<file path="src/htu_proto_pkg.sv">
package htu_proto_pkg;

  // ----------------------------------------
  // crossbar opcodes
  // ----------------------------------------
  localparam logic [1:0] OP_READ  = 2'b00;
  localparam logic [1:0] OP_WRITE = 2'b01;

  // not served by this bank, only checked against
  localparam logic [1:0] OP_FLUSH = 2'b10;
  localparam logic [1:0] OP_INVAL = 2'b11;

  // ----------------------------------------
  // state of one 16-byte half
  // ----------------------------------------
  localparam logic [1:0] LINE_EMPTY = 2'b00;
  localparam logic [1:0] LINE_CLEAN = 2'b01;
  localparam logic [1:0] LINE_DIRTY = 2'b11;

  // ----------------------------------------
  // ISU opcode bits
  // ----------------------------------------
  // bit 0 high for a write, bit 1 high when a dirty victim goes out
  localparam int ISU_OP_WRITE_BIT = 0;
  localparam int ISU_OP_EVICT_BIT = 1;

endpackage

</file>
<file path="src/htu_geom_pkg.sv">
package htu_geom_pkg;

  // ----------------------------------------
  // bank geometry
  // ----------------------------------------
  // fixed by the address layout below
  localparam int SET_NUM     = 8;
  localparam int INDEX_W     = 3;
  localparam int TAG_W       = 22;

  // way number on the ports fits up to 8 ways
  localparam int WAY_W       = 3;

  // 32-byte line address, bits 31:5
  localparam int LINE_ADDR_W = 27;

  // bank select bits 9:8 are resolved by the crossbar
  localparam int BANK_W      = 2;

  // ----------------------------------------
  // request address, bits 31:4
  // ----------------------------------------
  // lookup view for tag compare and set select,
  // line view for the refill address
  typedef union packed {
    struct packed {
      logic [TAG_W-1:0]   tag;
      logic [BANK_W-1:0]  bank;
      logic [INDEX_W-1:0] index;
      logic               half;
    } tih;
    struct packed {
      logic [LINE_ADDR_W-1:0] line_addr;
      logic                   half;
    } lh;
  } htu_addr_u;

endpackage
</file>
<file path="src/bank_htu.sv">
`timescale 1ns/1ps

module bank_htu import htu_geom_pkg::*; #(
  parameter int WAY_NUM = 8
) (
  input  logic                         clk_i,
  input  logic                         rst_n_i,
  // crossbar request
  input  logic                         xbar_valid_i,
  output logic                         xbar_allow_in_o,
  input  logic [1:0]                   xbar_ch_id_i,
  input  logic [1:0]                   xbar_opcode_i,
  input  htu_addr_u                    xbar_addr_i,
  input  logic [7:0]                   xbar_wbuffer_id_i,
  // issue unit
  input  logic                         isu_allow_in_i,
  output logic                         isu_valid_o,
  output logic [1:0]                   isu_ch_id_o,
  output logic [1:0]                   isu_opcode_o,
  output logic [INDEX_W+WAY_W:0]       isu_set_way_offset_o,
  output logic [7:0]                   isu_wbuffer_id_o,
  output logic [1:0]                   isu_half0_state_o,
  output logic [1:0]                   isu_half1_state_o,
  output logic                         isu_linefill_valid_o,
  output logic [INDEX_W-1:0]           isu_linefill_set_o,
  output logic [WAY_W-1:0]             isu_linefill_way_o,
  input  logic                         isu_done_valid_i,
  input  logic [INDEX_W+WAY_W-1:0]     isu_done_set_way_i,
  // bus interface
  output logic [INDEX_W+WAY_W-1:0]     biu_set_way_o,
  output logic                         biu_arvalid_o,
  output logic [LINE_ADDR_W-1:0]       biu_araddr_o,
  output logic                         biu_awvalid_o,
  output logic [LINE_ADDR_W-1:0]       biu_awaddr_o
);

  logic [SET_NUM-1:0]            set_sel;
  logic [TAG_W-1:0]              acc_tag;
  logic                          acc_half;
  logic                          acc_write;
  logic                          accept;
  logic [SET_NUM-1:0]            set_hit;
  logic [SET_NUM-1:0][WAY_W-1:0] set_way;
  logic [SET_NUM-1:0]            set_victim_dirty;
  logic [SET_NUM-1:0][TAG_W-1:0] set_victim_tag;
  logic [SET_NUM-1:0][1:0]       set_half0_state;
  logic [SET_NUM-1:0][1:0]       set_half1_state;

  htu_lookup i_lookup (
    .clk_i               (clk_i),
    .rst_n_i             (rst_n_i),
    .xbar_valid_i        (xbar_valid_i),
    .xbar_ch_id_i        (xbar_ch_id_i),
    .xbar_opcode_i       (xbar_opcode_i),
    .xbar_addr_i         (xbar_addr_i),
    .xbar_wbuffer_id_i   (xbar_wbuffer_id_i),
    .isu_allow_in_i      (isu_allow_in_i),
    .set_hit_i           (set_hit),
    .set_way_i           (set_way),
    .set_victim_dirty_i  (set_victim_dirty),
    .set_victim_tag_i    (set_victim_tag),
    .set_half0_state_i   (set_half0_state),
    .set_half1_state_i   (set_half1_state),
    .set_sel_o           (set_sel),
    .acc_tag_o           (acc_tag),
    .acc_half_o          (acc_half),
    .acc_write_o         (acc_write),
    .accept_o            (accept),
    .xbar_allow_in_o     (xbar_allow_in_o),
    .isu_valid_o         (isu_valid_o),
    .isu_ch_id_o         (isu_ch_id_o),
    .isu_opcode_o        (isu_opcode_o),
    .isu_set_way_offset_o(isu_set_way_offset_o),
    .isu_wbuffer_id_o    (isu_wbuffer_id_o),
    .isu_half0_state_o   (isu_half0_state_o),
    .isu_half1_state_o   (isu_half1_state_o),
    .isu_linefill_valid_o(isu_linefill_valid_o),
    .isu_linefill_set_o  (isu_linefill_set_o),
    .isu_linefill_way_o  (isu_linefill_way_o),
    .biu_set_way_o       (biu_set_way_o),
    .biu_arvalid_o       (biu_arvalid_o),
    .biu_araddr_o        (biu_araddr_o),
    .biu_awvalid_o       (biu_awvalid_o),
    .biu_awaddr_o        (biu_awaddr_o)
  );

  // ----------------------------------------
  // set array
  // ----------------------------------------
  for (genvar s = 0; s < SET_NUM; s++) begin : g_set
    htu_set_entry #(
      .WAY_NUM(WAY_NUM)
    ) i_set (
      .clk_i         (clk_i),
      .rst_n_i       (rst_n_i),
      .set_sel_i     (set_sel[s]),
      .accept_i      (accept),
      .acc_tag_i     (acc_tag),
      .acc_half_i    (acc_half),
      .acc_write_i   (acc_write),
      // done report routed by its set field
      .done_valid_i  (isu_done_valid_i &&
                      (isu_done_set_way_i[WAY_W +: INDEX_W] == INDEX_W'(s))),
      .done_way_i    (isu_done_set_way_i[WAY_W-1:0]),
      .hit_o         (set_hit[s]),
      .way_o         (set_way[s]),
      .victim_dirty_o(set_victim_dirty[s]),
      .victim_tag_o  (set_victim_tag[s]),
      .half0_state_o (set_half0_state[s]),
      .half1_state_o (set_half1_state[s])
    );
  end

endmodule

</file>
<file path="src/htu_lookup.sv">
`timescale 1ns/1ps

module htu_lookup import htu_geom_pkg::*, htu_proto_pkg::*; (
  input  logic                             clk_i,
  input  logic                             rst_n_i,
  input  logic                             xbar_valid_i,
  input  logic [1:0]                       xbar_ch_id_i,
  input  logic [1:0]                       xbar_opcode_i,
  input  htu_addr_u                        xbar_addr_i,
  input  logic [7:0]                       xbar_wbuffer_id_i,
  input  logic                             isu_allow_in_i,
  input  logic [SET_NUM-1:0]               set_hit_i,
  input  logic [SET_NUM-1:0][WAY_W-1:0]    set_way_i,
  input  logic [SET_NUM-1:0]               set_victim_dirty_i,
  input  logic [SET_NUM-1:0][TAG_W-1:0]    set_victim_tag_i,
  input  logic [SET_NUM-1:0][1:0]          set_half0_state_i,
  input  logic [SET_NUM-1:0][1:0]          set_half1_state_i,
  output logic [SET_NUM-1:0]               set_sel_o,
  output logic [TAG_W-1:0]                 acc_tag_o,
  output logic                             acc_half_o,
  output logic                             acc_write_o,
  output logic                             accept_o,
  output logic                             xbar_allow_in_o,
  output logic                             isu_valid_o,
  output logic [1:0]                       isu_ch_id_o,
  output logic [1:0]                       isu_opcode_o,
  output logic [INDEX_W+WAY_W:0]           isu_set_way_offset_o,
  output logic [7:0]                       isu_wbuffer_id_o,
  output logic [1:0]                       isu_half0_state_o,
  output logic [1:0]                       isu_half1_state_o,
  output logic                             isu_linefill_valid_o,
  output logic [INDEX_W-1:0]               isu_linefill_set_o,
  output logic [WAY_W-1:0]                 isu_linefill_way_o,
  output logic [INDEX_W+WAY_W-1:0]         biu_set_way_o,
  output logic                             biu_arvalid_o,
  output logic [LINE_ADDR_W-1:0]           biu_araddr_o,
  output logic                             biu_awvalid_o,
  output logic [LINE_ADDR_W-1:0]           biu_awaddr_o
);

  logic               op_read;
  logic               op_write;
  logic [INDEX_W-1:0] req_index;
  logic               hit;
  logic [WAY_W-1:0]   acc_way;
  logic               victim_dirty;
  logic [TAG_W-1:0]   victim_tag;
  logic [1:0]         half0_state;
  logic [1:0]         half1_state;
  logic [1:0]         acc_state;
  logic               need_refill;
  logic               need_evict;

  // ----------------------------------------
  // request decode
  // ----------------------------------------
  assign op_read   = xbar_opcode_i == OP_READ;
  assign op_write  = xbar_opcode_i == OP_WRITE;
  assign req_index = xbar_addr_i.tih.index;

  assign set_sel_o   = {{(SET_NUM-1){1'b0}}, xbar_valid_i} << req_index;
  assign acc_tag_o   = xbar_addr_i.tih.tag;
  assign acc_half_o  = xbar_addr_i.tih.half;
  assign acc_write_o = op_write;
  assign accept_o    = xbar_valid_i && isu_allow_in_i;

  // unselected sets return zero
  always_comb begin
    hit          = 1'b0;
    acc_way      = '0;
    victim_dirty = 1'b0;
    victim_tag   = '0;
    half0_state  = '0;
    half1_state  = '0;
    for (int s = 0; s < SET_NUM; s++) begin
      hit          = hit | set_hit_i[s];
      acc_way      = acc_way | set_way_i[s];
      victim_dirty = victim_dirty | set_victim_dirty_i[s];
      victim_tag   = victim_tag | set_victim_tag_i[s];
      half0_state  = half0_state | set_half0_state_i[s];
      half1_state  = half1_state | set_half1_state_i[s];
    end
  end

  assign acc_state = acc_half_o ? half1_state : half0_state;

  // read miss, or hit on a half that is still empty
  assign need_refill = xbar_valid_i && op_read && (!hit || (acc_state == LINE_EMPTY));
  assign need_evict  = xbar_valid_i && !hit && victim_dirty;

  // ----------------------------------------
  // towards ISU
  // ----------------------------------------
  assign xbar_allow_in_o      = isu_allow_in_i;
  assign isu_valid_o          = xbar_valid_i;
  assign isu_ch_id_o          = xbar_ch_id_i;
  assign isu_wbuffer_id_o     = xbar_wbuffer_id_i;
  assign isu_half0_state_o    = half0_state;
  assign isu_half1_state_o    = half1_state;
  assign isu_set_way_offset_o = {req_index, acc_way, acc_half_o};
  assign isu_linefill_valid_o = need_refill;
  assign isu_linefill_set_o   = req_index;
  assign isu_linefill_way_o   = acc_way;

  always_comb begin
    isu_opcode_o                   = '0;
    isu_opcode_o[ISU_OP_WRITE_BIT] = op_write;
    isu_opcode_o[ISU_OP_EVICT_BIT] = need_evict;
  end

  // ----------------------------------------
  // towards BIU
  // ----------------------------------------
  assign biu_set_way_o = {req_index, acc_way};
  assign biu_arvalid_o = need_refill;
  assign biu_araddr_o  = xbar_addr_i.lh.line_addr;
  assign biu_awvalid_o = need_evict;
  // bank bits are the same for every line held here
  assign biu_awaddr_o  = {victim_tag, xbar_addr_i.tih.bank, req_index};

  a_no_flush_inval: assert property (
    @(posedge clk_i) disable iff (!rst_n_i)
    xbar_valid_i |-> ((xbar_opcode_i != OP_FLUSH) && (xbar_opcode_i != OP_INVAL))
  );

endmodule

</file>
<file path="src/htu_set_entry.sv">
`timescale 1ns/1ps

module htu_set_entry import htu_geom_pkg::*, htu_proto_pkg::*; #(
  parameter int WAY_NUM = 8
) (
  input  logic             clk_i,
  input  logic             rst_n_i,
  input  logic             set_sel_i,
  input  logic             accept_i,
  input  logic [TAG_W-1:0] acc_tag_i,
  input  logic             acc_half_i,
  input  logic             acc_write_i,
  input  logic             done_valid_i,
  input  logic [WAY_W-1:0] done_way_i,
  output logic             hit_o,
  output logic [WAY_W-1:0] way_o,
  output logic             victim_dirty_o,
  output logic [TAG_W-1:0] victim_tag_o,
  output logic [1:0]       half0_state_o,
  output logic [1:0]       half1_state_o
);

  logic [WAY_NUM-1:0] way_match;
  logic [WAY_NUM-1:0] way_valid;
  logic [WAY_NUM-1:0] way_alloc;
  logic [WAY_NUM-1:0] way_dirty;
  logic [WAY_NUM-1:0] way_fill;
  logic [TAG_W-1:0]   way_tag   [WAY_NUM];
  logic [1:0]         way_half0 [WAY_NUM];
  logic [1:0]         way_half1 [WAY_NUM];

  logic               hit;
  logic [WAY_W-1:0]   hit_way;
  logic [WAY_W-1:0]   acc_way;
  logic [WAY_W-1:0]   ptr_q;
  logic               set_acc;
  logic [1:0]         acc_half0;
  logic [1:0]         acc_half1;
  logic               vic_dirty;
  logic [TAG_W-1:0]   vic_tag;
  logic               done_way_valid;

  // ----------------------------------------
  // hit / victim select
  // ----------------------------------------
  assign hit     = |way_match;
  assign acc_way = hit ? hit_way : ptr_q;
  assign set_acc = set_sel_i && accept_i;

  always_comb begin
    hit_way        = '0;
    acc_half0      = '0;
    acc_half1      = '0;
    vic_dirty      = 1'b0;
    vic_tag        = '0;
    done_way_valid = 1'b0;
    for (int w = 0; w < WAY_NUM; w++) begin
      if (way_match[w]) hit_way = WAY_W'(w);
      if (acc_way == WAY_W'(w)) begin
        acc_half0 = way_half0[w];
        acc_half1 = way_half1[w];
      end
      if (ptr_q == WAY_W'(w)) begin
        vic_dirty = way_valid[w] &&
                    ((way_half0[w] == LINE_DIRTY) || (way_half1[w] == LINE_DIRTY));
        vic_tag   = way_tag[w];
      end
      if (done_way_i == WAY_W'(w)) done_way_valid = way_valid[w];
    end
  end

  // round-robin victim pointer moves on every allocation
  always_ff @(posedge clk_i or negedge rst_n_i) begin
    if (!rst_n_i) begin
      ptr_q <= '0;
    end else if (set_acc && !hit) begin
      ptr_q <= (ptr_q == WAY_W'(WAY_NUM - 1)) ? '0 : ptr_q + 1'b1;
    end
  end

  // ----------------------------------------
  // way array
  // ----------------------------------------
  for (genvar w = 0; w < WAY_NUM; w++) begin : g_way
    assign way_alloc[w] = set_acc && !hit && (ptr_q == WAY_W'(w));
    assign way_dirty[w] = set_acc && acc_write_i && (acc_way == WAY_W'(w));
    assign way_fill[w]  = done_valid_i && (done_way_i == WAY_W'(w));

    htu_way_entry i_way (
      .clk_i        (clk_i),
      .rst_n_i      (rst_n_i),
      .acc_tag_i    (acc_tag_i),
      .acc_half_i   (acc_half_i),
      .alloc_i      (way_alloc[w]),
      .mark_dirty_i (way_dirty[w]),
      .fill_i       (way_fill[w]),
      .match_o      (way_match[w]),
      .valid_o      (way_valid[w]),
      .tag_o        (way_tag[w]),
      .half0_state_o(way_half0[w]),
      .half1_state_o(way_half1[w])
    );
  end

  // zero when not selected so the lookup can OR all sets
  assign hit_o          = set_sel_i && hit;
  assign way_o          = set_sel_i ? acc_way : '0;
  assign victim_dirty_o = set_sel_i && vic_dirty;
  assign victim_tag_o   = (set_sel_i && vic_dirty) ? vic_tag : '0;
  assign half0_state_o  = set_sel_i ? acc_half0 : LINE_EMPTY;
  assign half1_state_o  = set_sel_i ? acc_half1 : LINE_EMPTY;

  a_onehot_hit: assert property (
    @(posedge clk_i) disable iff (!rst_n_i) $onehot0(way_match)
  );

  // the ISU only fills a line it was told to refill
  a_done_valid_way: assert property (
    @(posedge clk_i) disable iff (!rst_n_i)
    done_valid_i |-> done_way_valid
  );

endmodule

</file>
<file path="src/htu_way_entry.sv">
`timescale 1ns/1ps

module htu_way_entry import htu_geom_pkg::*, htu_proto_pkg::*; (
  input  logic             clk_i,
  input  logic             rst_n_i,
  input  logic [TAG_W-1:0] acc_tag_i,
  input  logic             acc_half_i,
  input  logic             alloc_i,
  input  logic             mark_dirty_i,
  input  logic             fill_i,
  output logic             match_o,
  output logic             valid_o,
  output logic [TAG_W-1:0] tag_o,
  output logic [1:0]       half0_state_o,
  output logic [1:0]       half1_state_o
);

  logic             valid_q;
  logic [TAG_W-1:0] tag_q;
  logic [1:0]       half0_q;
  logic [1:0]       half1_q;

  always_ff @(posedge clk_i) begin
    if (alloc_i) begin
      tag_q <= acc_tag_i;
    end
  end

  always_ff @(posedge clk_i or negedge rst_n_i) begin
    if (!rst_n_i) begin
      valid_q <= 1'b0;
      half0_q <= LINE_EMPTY;
      half1_q <= LINE_EMPTY;
    end else begin
      // a new line starts empty, a fill only touches empty halves
      if (alloc_i) begin
        valid_q <= 1'b1;
        half0_q <= LINE_EMPTY;
        half1_q <= LINE_EMPTY;
      end else if (fill_i) begin
        if (half0_q == LINE_EMPTY) half0_q <= LINE_CLEAN;
        if (half1_q == LINE_EMPTY) half1_q <= LINE_CLEAN;
      end
      // write data lands in the accessed half
      if (mark_dirty_i) begin
        if (acc_half_i) half1_q <= LINE_DIRTY;
        else            half0_q <= LINE_DIRTY;
      end
    end
  end

  assign match_o       = valid_q && (tag_q == acc_tag_i);
  assign valid_o       = valid_q;
  assign tag_o         = tag_q;
  assign half0_state_o = half0_q;
  assign half1_state_o = half1_q;

  a_no_reserved_state: assert property (
    @(posedge clk_i) disable iff (!rst_n_i)
    (half0_q != 2'b10) && (half1_q != 2'b10)
  );

endmodule

</file>
<file path="config.mk">
export PLATFORM = sky130hd
export DESIGN_NAME = bank_htu
export DESIGN_NICKNAME = d
export VERILOG_FILES = /design/src/htu_proto_pkg.sv /design/src/htu_geom_pkg.sv /design/src/bank_htu.sv /design/src/htu_lookup.sv /design/src/htu_set_entry.sv /design/src/htu_way_entry.sv
export SDC_FILE = /design/constraint.sdc
export NUM_CORES = 2
export LEC_CHECK = 0
export BUFFER_PORTS_ARGS = -buffer_cell sky130_fd_sc_hd__buf_2
export CORE_ASPECT_RATIO = 0.7
export CORE_MARGIN = 8
export CORE_UTILIZATION = 35
export CTS_CLUSTER_DIAMETER = 150
export DETAILED_ROUTE_END_ITERATION = 8
export SLEW_MARGIN = 20
export SYNTH_ARGS = -nofsm -noshare
export SYNTH_HDL_FRONTEND = slang
export SYNTH_SLANG_ARGS = --single-unit
</file>
<file path="constraint.sdc">
create_clock -name clk_i -period 5.4 [get_ports clk_i]
set_clock_uncertainty 0.15 [all_clocks]
set_input_delay 0.54 -clock clk_i [delete_from_list [all_inputs] [get_ports clk_i]]
set_output_delay 0.54 -clock clk_i [all_outputs]
set_load 0.01 [all_outputs]
</file>
# == After elaboration in Yosys (flattened, before gate mapping) ==
# Index checks and enable logic that the tools add are counted.
# word_totals
reg_bits,1752
latch_bits,0
mem_bits_rw,0
rom_bits,0
inputBits,51
output_inout_bits,94
word_cells,2238
mem_count,0
# classes
addsub,8
multipliers,0
div,0
n_lt_le_gt_ge,0
n_eq_ne,319
n_shift,1
mux,1001
n_bitwise,42
n_reduce_logical,603
# ops
cell,n
two-way mux 2 bit,801
two-way mux 22 bit,72
== test 22 bit,64
logical AND 1 bit,373
logical NOT 2 bit,130
== test 2 bit (second input constant),128
== test 3 bit (second input constant),72
two-way mux 3 bit,56
bitwise OR 22 bit,7
== test 3 x 2 -> 1 bit (second input constant),36
two-way mux 1 bit,72
logical OR 1 bit,65
OR reduction 8 bit,8
== test 3 x 1 -> 1 bit (second input constant),18
logical NOT 3 bit,18
bitwise OR 2 bit,14
adder 3 x 1 -> 3 bit (second input constant),8
bitwise OR 3 bit,7
bitwise OR 1 bit,14
logical NOT 1 bit,9
<< shifter 1 x 3 -> 8 bit,1
== test 2 x 1 -> 1 bit (second input constant),1

# == Logic depth before layout (Yosys ltp) ==
# depth
depth_word,31
ltp_mapped,21
ltp_nobuf,13

# == By module ==
# From an unflattened synthesis, not the netlist that was laid out.
# hier_totals
cells_unflattened,7977
area_unflattened_um2,91441.4
# by_module_without_submodules
module,n_inst,cells_per_inst,area_each_um2,seq_area_each_um2
htu_way_entry,64,68,1084.8,785.8
htu_set_entry,8,427,2582.5,75.1
htu_lookup,1,201,1258.7,0.0
bank_htu,1,8,96.3,0.0

# == Worst setup path before layout ==
# No wires, ideal clock.
# synth_timing
path_kind,input port to output port
from,input port xbar_addr_i[14] (netlist name)
to,output port isu_linefill_valid_o
arrival_ps,4270
t_required_ps,4710
path_slack_ps,440
stages,18
path_buffers,5
path_cell_list,buf_4 > buf_6 > buf_6 > xnor2_1 > nand2_1 > or3b_2 > or4_1 > and2_1 > clkbuf_1 > o211ai_2 > mux2_2 > mux2i_1 > o211ai_1 > a2111oi_2 > nand4bb_1 > nand3b_1 > a21oi_1 > buf_4
# synth_via
elab_chain_cells,31
elab_cells_between_ends,442
cone_classes,eq/ne (120); mux (209); bitwise (21); reduce/logical (92)
# synth_lines
element,line_no,source
"start, declared",bank_htu.sv:13,"input htu_addr_u xbar_addr_i,"
== test 22 bit,htu_way_entry.sv:52,assign match_o = valid_q && (tag_q == acc_tag_i);
logical AND 1 bit,htu_way_entry.sv:52,
two-way mux 1 bit,htu_set_entry.sv:58,if (way_match[w]) hit_way = WAY_W'(w);
two-way mux 2 bit (2 in a row),htu_set_entry.sv:58,
two-way mux 3 bit (4 in a row),htu_set_entry.sv:58,
two-way mux 3 bit,htu_set_entry.sv:47,assign acc_way = hit ? hit_way : ptr_q;
logical NOT 3 bit,htu_set_entry.sv:59,if (acc_way == WAY_W'(w)) begin
two-way mux 2 bit (8 in a row),htu_set_entry.sv:59,
two-way mux 2 bit,htu_set_entry.sv:111,assign half1_state_o = set_sel_i ? acc_half1 : LINE_EMPTY;
bitwise OR 2 bit (6 in a row),htu_lookup.sv:81,half1_state = half1_state | set_half1_state_i[s];
bitwise OR 2 bit (*),htu_lookup.sv:81,
named net isu_half1_state_o[0],bank_htu.sv:23,"output logic [1:0] isu_half1_state_o,"
two-way mux 2 bit (*),htu_lookup.sv:85,assign acc_state = acc_half_o ? half1_state : half0_state;
logical NOT 2 bit (*),htu_lookup.sv:88,assign need_refill = xbar_valid_i && op_read && (!hit || (acc_state == LINE_EMPTY));
logical OR 1 bit (*),htu_lookup.sv:88,
logical AND 1 bit (*),htu_lookup.sv:88,
"end, declared",bank_htu.sv:24,"output logic isu_linefill_valid_o,"
# The timed path passes the listed nets; every way through them passes the cells marked *.

# == Worst setup path in the final report ==
# layout_timing
from,register g_set[3].i_set.g_way[6].i_way.tag_q[8]
to,output port isu_linefill_valid_o
# layout_via
elab_chain_cells,24
elab_cells_between_ends,53
cone_classes,eq/ne (8); mux (22); bitwise (15); reduce/logical (8)
# layout_lines
element,line_no,source
"start, declared",htu_way_entry.sv:19,logic [TAG_W-1:0] tag_q;
"start signal, assigned",htu_way_entry.sv:25,tag_q <= acc_tag_i;
== test 22 bit (*),htu_way_entry.sv:52,
logical AND 1 bit (*),htu_way_entry.sv:52,
two-way mux 3 bit (2 in a row),htu_set_entry.sv:58,
two-way mux 3 bit,htu_set_entry.sv:47,
logical NOT 3 bit,htu_set_entry.sv:59,
two-way mux 2 bit (8 in a row),htu_set_entry.sv:59,
two-way mux 2 bit (on tied branches),"htu_set_entry.sv:110, htu_set_entry.sv:111",
bitwise OR 2 bit (on tied branches) (5 in a row),"htu_lookup.sv:80, htu_lookup.sv:81",
two-way mux 2 bit,htu_lookup.sv:85,
logical NOT 2 bit,htu_lookup.sv:88,
logical OR 1 bit (*),htu_lookup.sv:88,
logical AND 1 bit (*),htu_lookup.sv:88,
# Mark *: on every way between the ends. The rest lies on a longest branch, timed or not.

==> impl_results.md <==
- Syn nets: ~8700
- Final Setup Violations: 7
- DRC: 0
- Top-area cell type share of the netlist area: 0.446
- Slew Limit Headroom: 0.194
- Async SR Flop Fraction: 0.196
- Clk slew on worst S/H paths: around 0.07 ns
- Min Tclk post-route: 6.13 ns
- Share of cells above drive strength 1: 0.258
- Leakage: roughly 44 nW
- Area growth syn-to-layout: 27.7%
- Mean post-synth cell area: 11.0 sq um
- Synth area leaders: edfxtp_1 45%, dfrtp_1 9.1%, xnor2_1 6.9%, xor2_1 6.1%, nand2_1 3.4%
- Final HPWL DP: 311 mm
- Site Rows: 160
- H-tree levels: 4
- Wire per inst: 30.4 um
- Synthesized flop and latch total: about 1800
- CTS tree: built
- Tightest Pin Transition: 1.21 ns
- Worst-path fanout max: 3
- Leading area contributor after synthesis: edfxtp_1
- Crit path launch: g_set[3].i_set.g_way[6].i_way.tag_o[8]$_DFFE_PP_
- Worst R2R Start: g_set[0].i_set.g_way[7].i_way.tag_o[18]$_DFFE_PP_
- Max Cap Viol: 0
- Final hold viol count: 0
- Fillers: 25200
- Sequential fraction of the synthesis area: 0.536
- Clock root buffer: clkbuf_16
- Clock sink count: between 1500 and 2000
- Initial antenna violation count: 37
- Final ANT Viol Nets: 0
- Most frequent cells in the layout: 1430 x buf_4, 1408 x edfxtp_1, 854 x nand2_1, 698 x xnor2_1, 654 x xor2_1
- Initial core utilization: 0.350
- Syn. warnings: 0
- Num CTS Buffers: 193
- Final Cycle Share: 1.14
- First-pass DRT Iterations: 6
- Fmax: 163 MHz
- Final Max Tran Viols: 0
- Clock Path Buffers: 4
- Die height: 452 um
- Crit path DAT: 5.44 ns
- Non-filler cells, final: 13900
- VDD IR-drop max: 0.000281 V
- Vias/cell: 5.93
- Post-Synthesis Cells: around 8700
- Top_reg_cell synth: edfxtp_1
- Worst hold start: xbar_addr_i[8]
- Crit Path Class: reg2out
- Critical Path RT: 4.71 ns
- Synthesized cell area: 94900 sq um
- PwrDens: 377 nW/um^2
- IO Pins: 145
- Pin count of the biggest net entering global routing: 142
- Worst-Skew Late Latency: 0.93 ns
- Hold WC Path Type: in2reg
- Vias in the first global route: 77000
- Post-synth EDFFs: 1408
- Dpl cells: 13400
- Initial DRC count: approximately 13000
- Placer Congestion: 1.03
- IO buf count: 118
- Die Width: approximately 640 um
- Final Worst Setup Slack: -0.733 ns
- Routed WL: roughly 420 mm
- Layout Nets: 10100
- Number of distinct library cells after synthesis: just under 100
- Core region area: approximately 270000 sq um
- Failing checks: setup timing
- Status: finished, violations left
- Global-route wire length before repair: a little under 600 mm
- Die ar.: 288000 sq um
- Most common cell after layout, fill and taps aside: buf_4
- Total grt overflow: 0
- Critical path launch point type: flip-flop
- Crit. End Element: output port
- Unrepaired setup endpoints after global routing: yes
- Vias: between 80000 and 90000
- Global Route Usage Sum: 0.276
- Final core occ: 0.448
-- logic make-up (layout without fill, tap and decap cells) --
logic type,after synthesis,after routing,synth area share
compound gates,1800,1800,0.125
buf+inv,716,2268,0.0417
xor+xnor,1419,1419,0.132
mux,106,106,0.0115
flops,1752,1752,0.536
fa+ha+maj,48,48,0.00633
other cells,0,16,0
simple gates,2809,2809,0.147
-- layout make-up --
cell class	count	area, sq um	share of cell area
antenna	16	40.0	0.000331
clock buffer	233	5150	0.0425
clock inverter	119	1360	0.0112
inverter	145	549	0.00453
multi-input combinational	6182	43100	0.356
sequential	1752	50900	0.420
tap	3645	4560	0.0377
timing repair buffer	1771	15500	0.128
-- layer usage --
| layer | GRT usage | routed length, um | vias up |
|---|---|---|---|
| li1 | - | - | 35000 |
| met1 | 0.419 | 185000 | 41300 |
| met2 | 0.381 | 168000 | 5279 |
| met3 | 0.0748 | 54000 | 650 |
| met4 | 0.0791 | 13800 | 10 |
| met5 | 0 | 71 | - |
-- synth_stat cells (28+ instances only) --
cell / count
edfxtp_1: 1408
nand2_1: 862
xnor2_1: 752
xor2_1: 659
nor2_1: 628
o21ai_0: 608
dfrtp_1: 344
nand4_1: 325
clkbuf_1: 302
nor4_1: 254
a21oi_1: 248
a221oi_1: 180
nand3_1: 173
o211ai_1: 161
o311ai_0: 156
inv_1: 145
nor3_1: 118
buf_6: 109
buf_4: 102
o22ai_1: 102
mux2i_1: 85
nand2b_1: 77
a31oi_1: 68
a22o_1: 61
nor2b_1: 53
a211oi_1: 51
ha_1: 48
or4_1: 48
or3_1: 38
or3b_2: 37
and3_1: 33
and2_1: 31
buf_1: 28
buf_2: 28
-- path summary, 6_finish.rpt --
check                                                                    end  slack (ns)  depth (start not counted)
setup / recovery                                        isu_linefill_valid_o       -0.73                         18
hold / removal              g_set[5].i_set.g_way[6].i_way.tag_o[2]$_DFFE_PP_        0.04                          2
setup reg to reg           g_set[0].i_set.g_way[0].i_way.tag_o[17]$_DFFE_PP_        0.71                         12
hold reg to reg            g_set[0].i_set.g_way[5].i_way.valid_o$_DFFE_PN0P_        0.36                          1
max in group asynchronous                g_set[0].i_set.ptr_q[2]$_DFFE_PN0P_        3.45                          3
min in group asynchronous                g_set[3].i_set.ptr_q[0]$_DFFE_PN0P_        0.13                          2
-- sequential cells by signal, summed over array words and instances, names as in the netlist --
name	cells
g_set.i_set.g_way.i_way.valid_o	64
g_set.i_set.g_way.i_way.tag_o	1408
g_set.i_set.g_way.i_way.half0_state_o	128
g_set.i_set.g_way.i_way.half1_state_o	128
g_set.i_set.ptr_q	24
-- worst max-delay path, stage by stage (launching register included) --
cell,delay [ns]
edfxtp_1,0.43
xnor2_2,0.24
nand2_1,0.10
or3b_4,0.40
or4_4,0.62
and2_4,0.22
o211ai_4,0.09
mux2_4,0.34
mux2i_4,0.22
buf_6,0.17
o211ai_1,0.12
buf_4,0.20
a2111oi_4,0.25
buf_6,0.22
nand4bb_4,0.13
nand3b_1,0.24
a21oi_4,0.28
buf_6,0.15
buf_6,0.09
-- what timing repair did --
action	in CTS	in global routing
setup endpoints to repair	36	39
buffers inserted	65	48
gates cloned	4	6
pin swaps	82	80
hold buffers	25	0
gates resized for setup	443	300
endpoints found under the hold margin	119	0
-- per-stage QoR --
step | cell area (sq um) | setup TNS [ns] | power (W) | setup WS [ns] | hold WS, ns
final | 121000 | -3.07 | 0.0457 | -0.733 | 0.0415
after global routing | 121000 | -3.78 | 0.0468 | -0.838 | 0.0238
after CTS | 119000 | -3.05 | 0.0446 | -0.855 | 0.00320
after detailed placement | 110000 | -6.45 | 0.0297 | -1.55 | 0.337
after global placement | 110000 | -7.34 | 0.0297 | -1.71 | 0.330
after floorplan | 94900 | 0 | 0.0221 | 0.440 | 0.0944
-- where the power goes --
group | switching, W | internal (W) | leakage (nW)
clock network | 0.00606 | 0.00815 | 3.17
logic | 0.0104 | 0.00560 | 23.9
registers | 0.000475 | 0.0150 | 17.0
total | 0.0169 | 0.0287 | 44.1
Note: power is estimated with default switching activity, not from simulation.
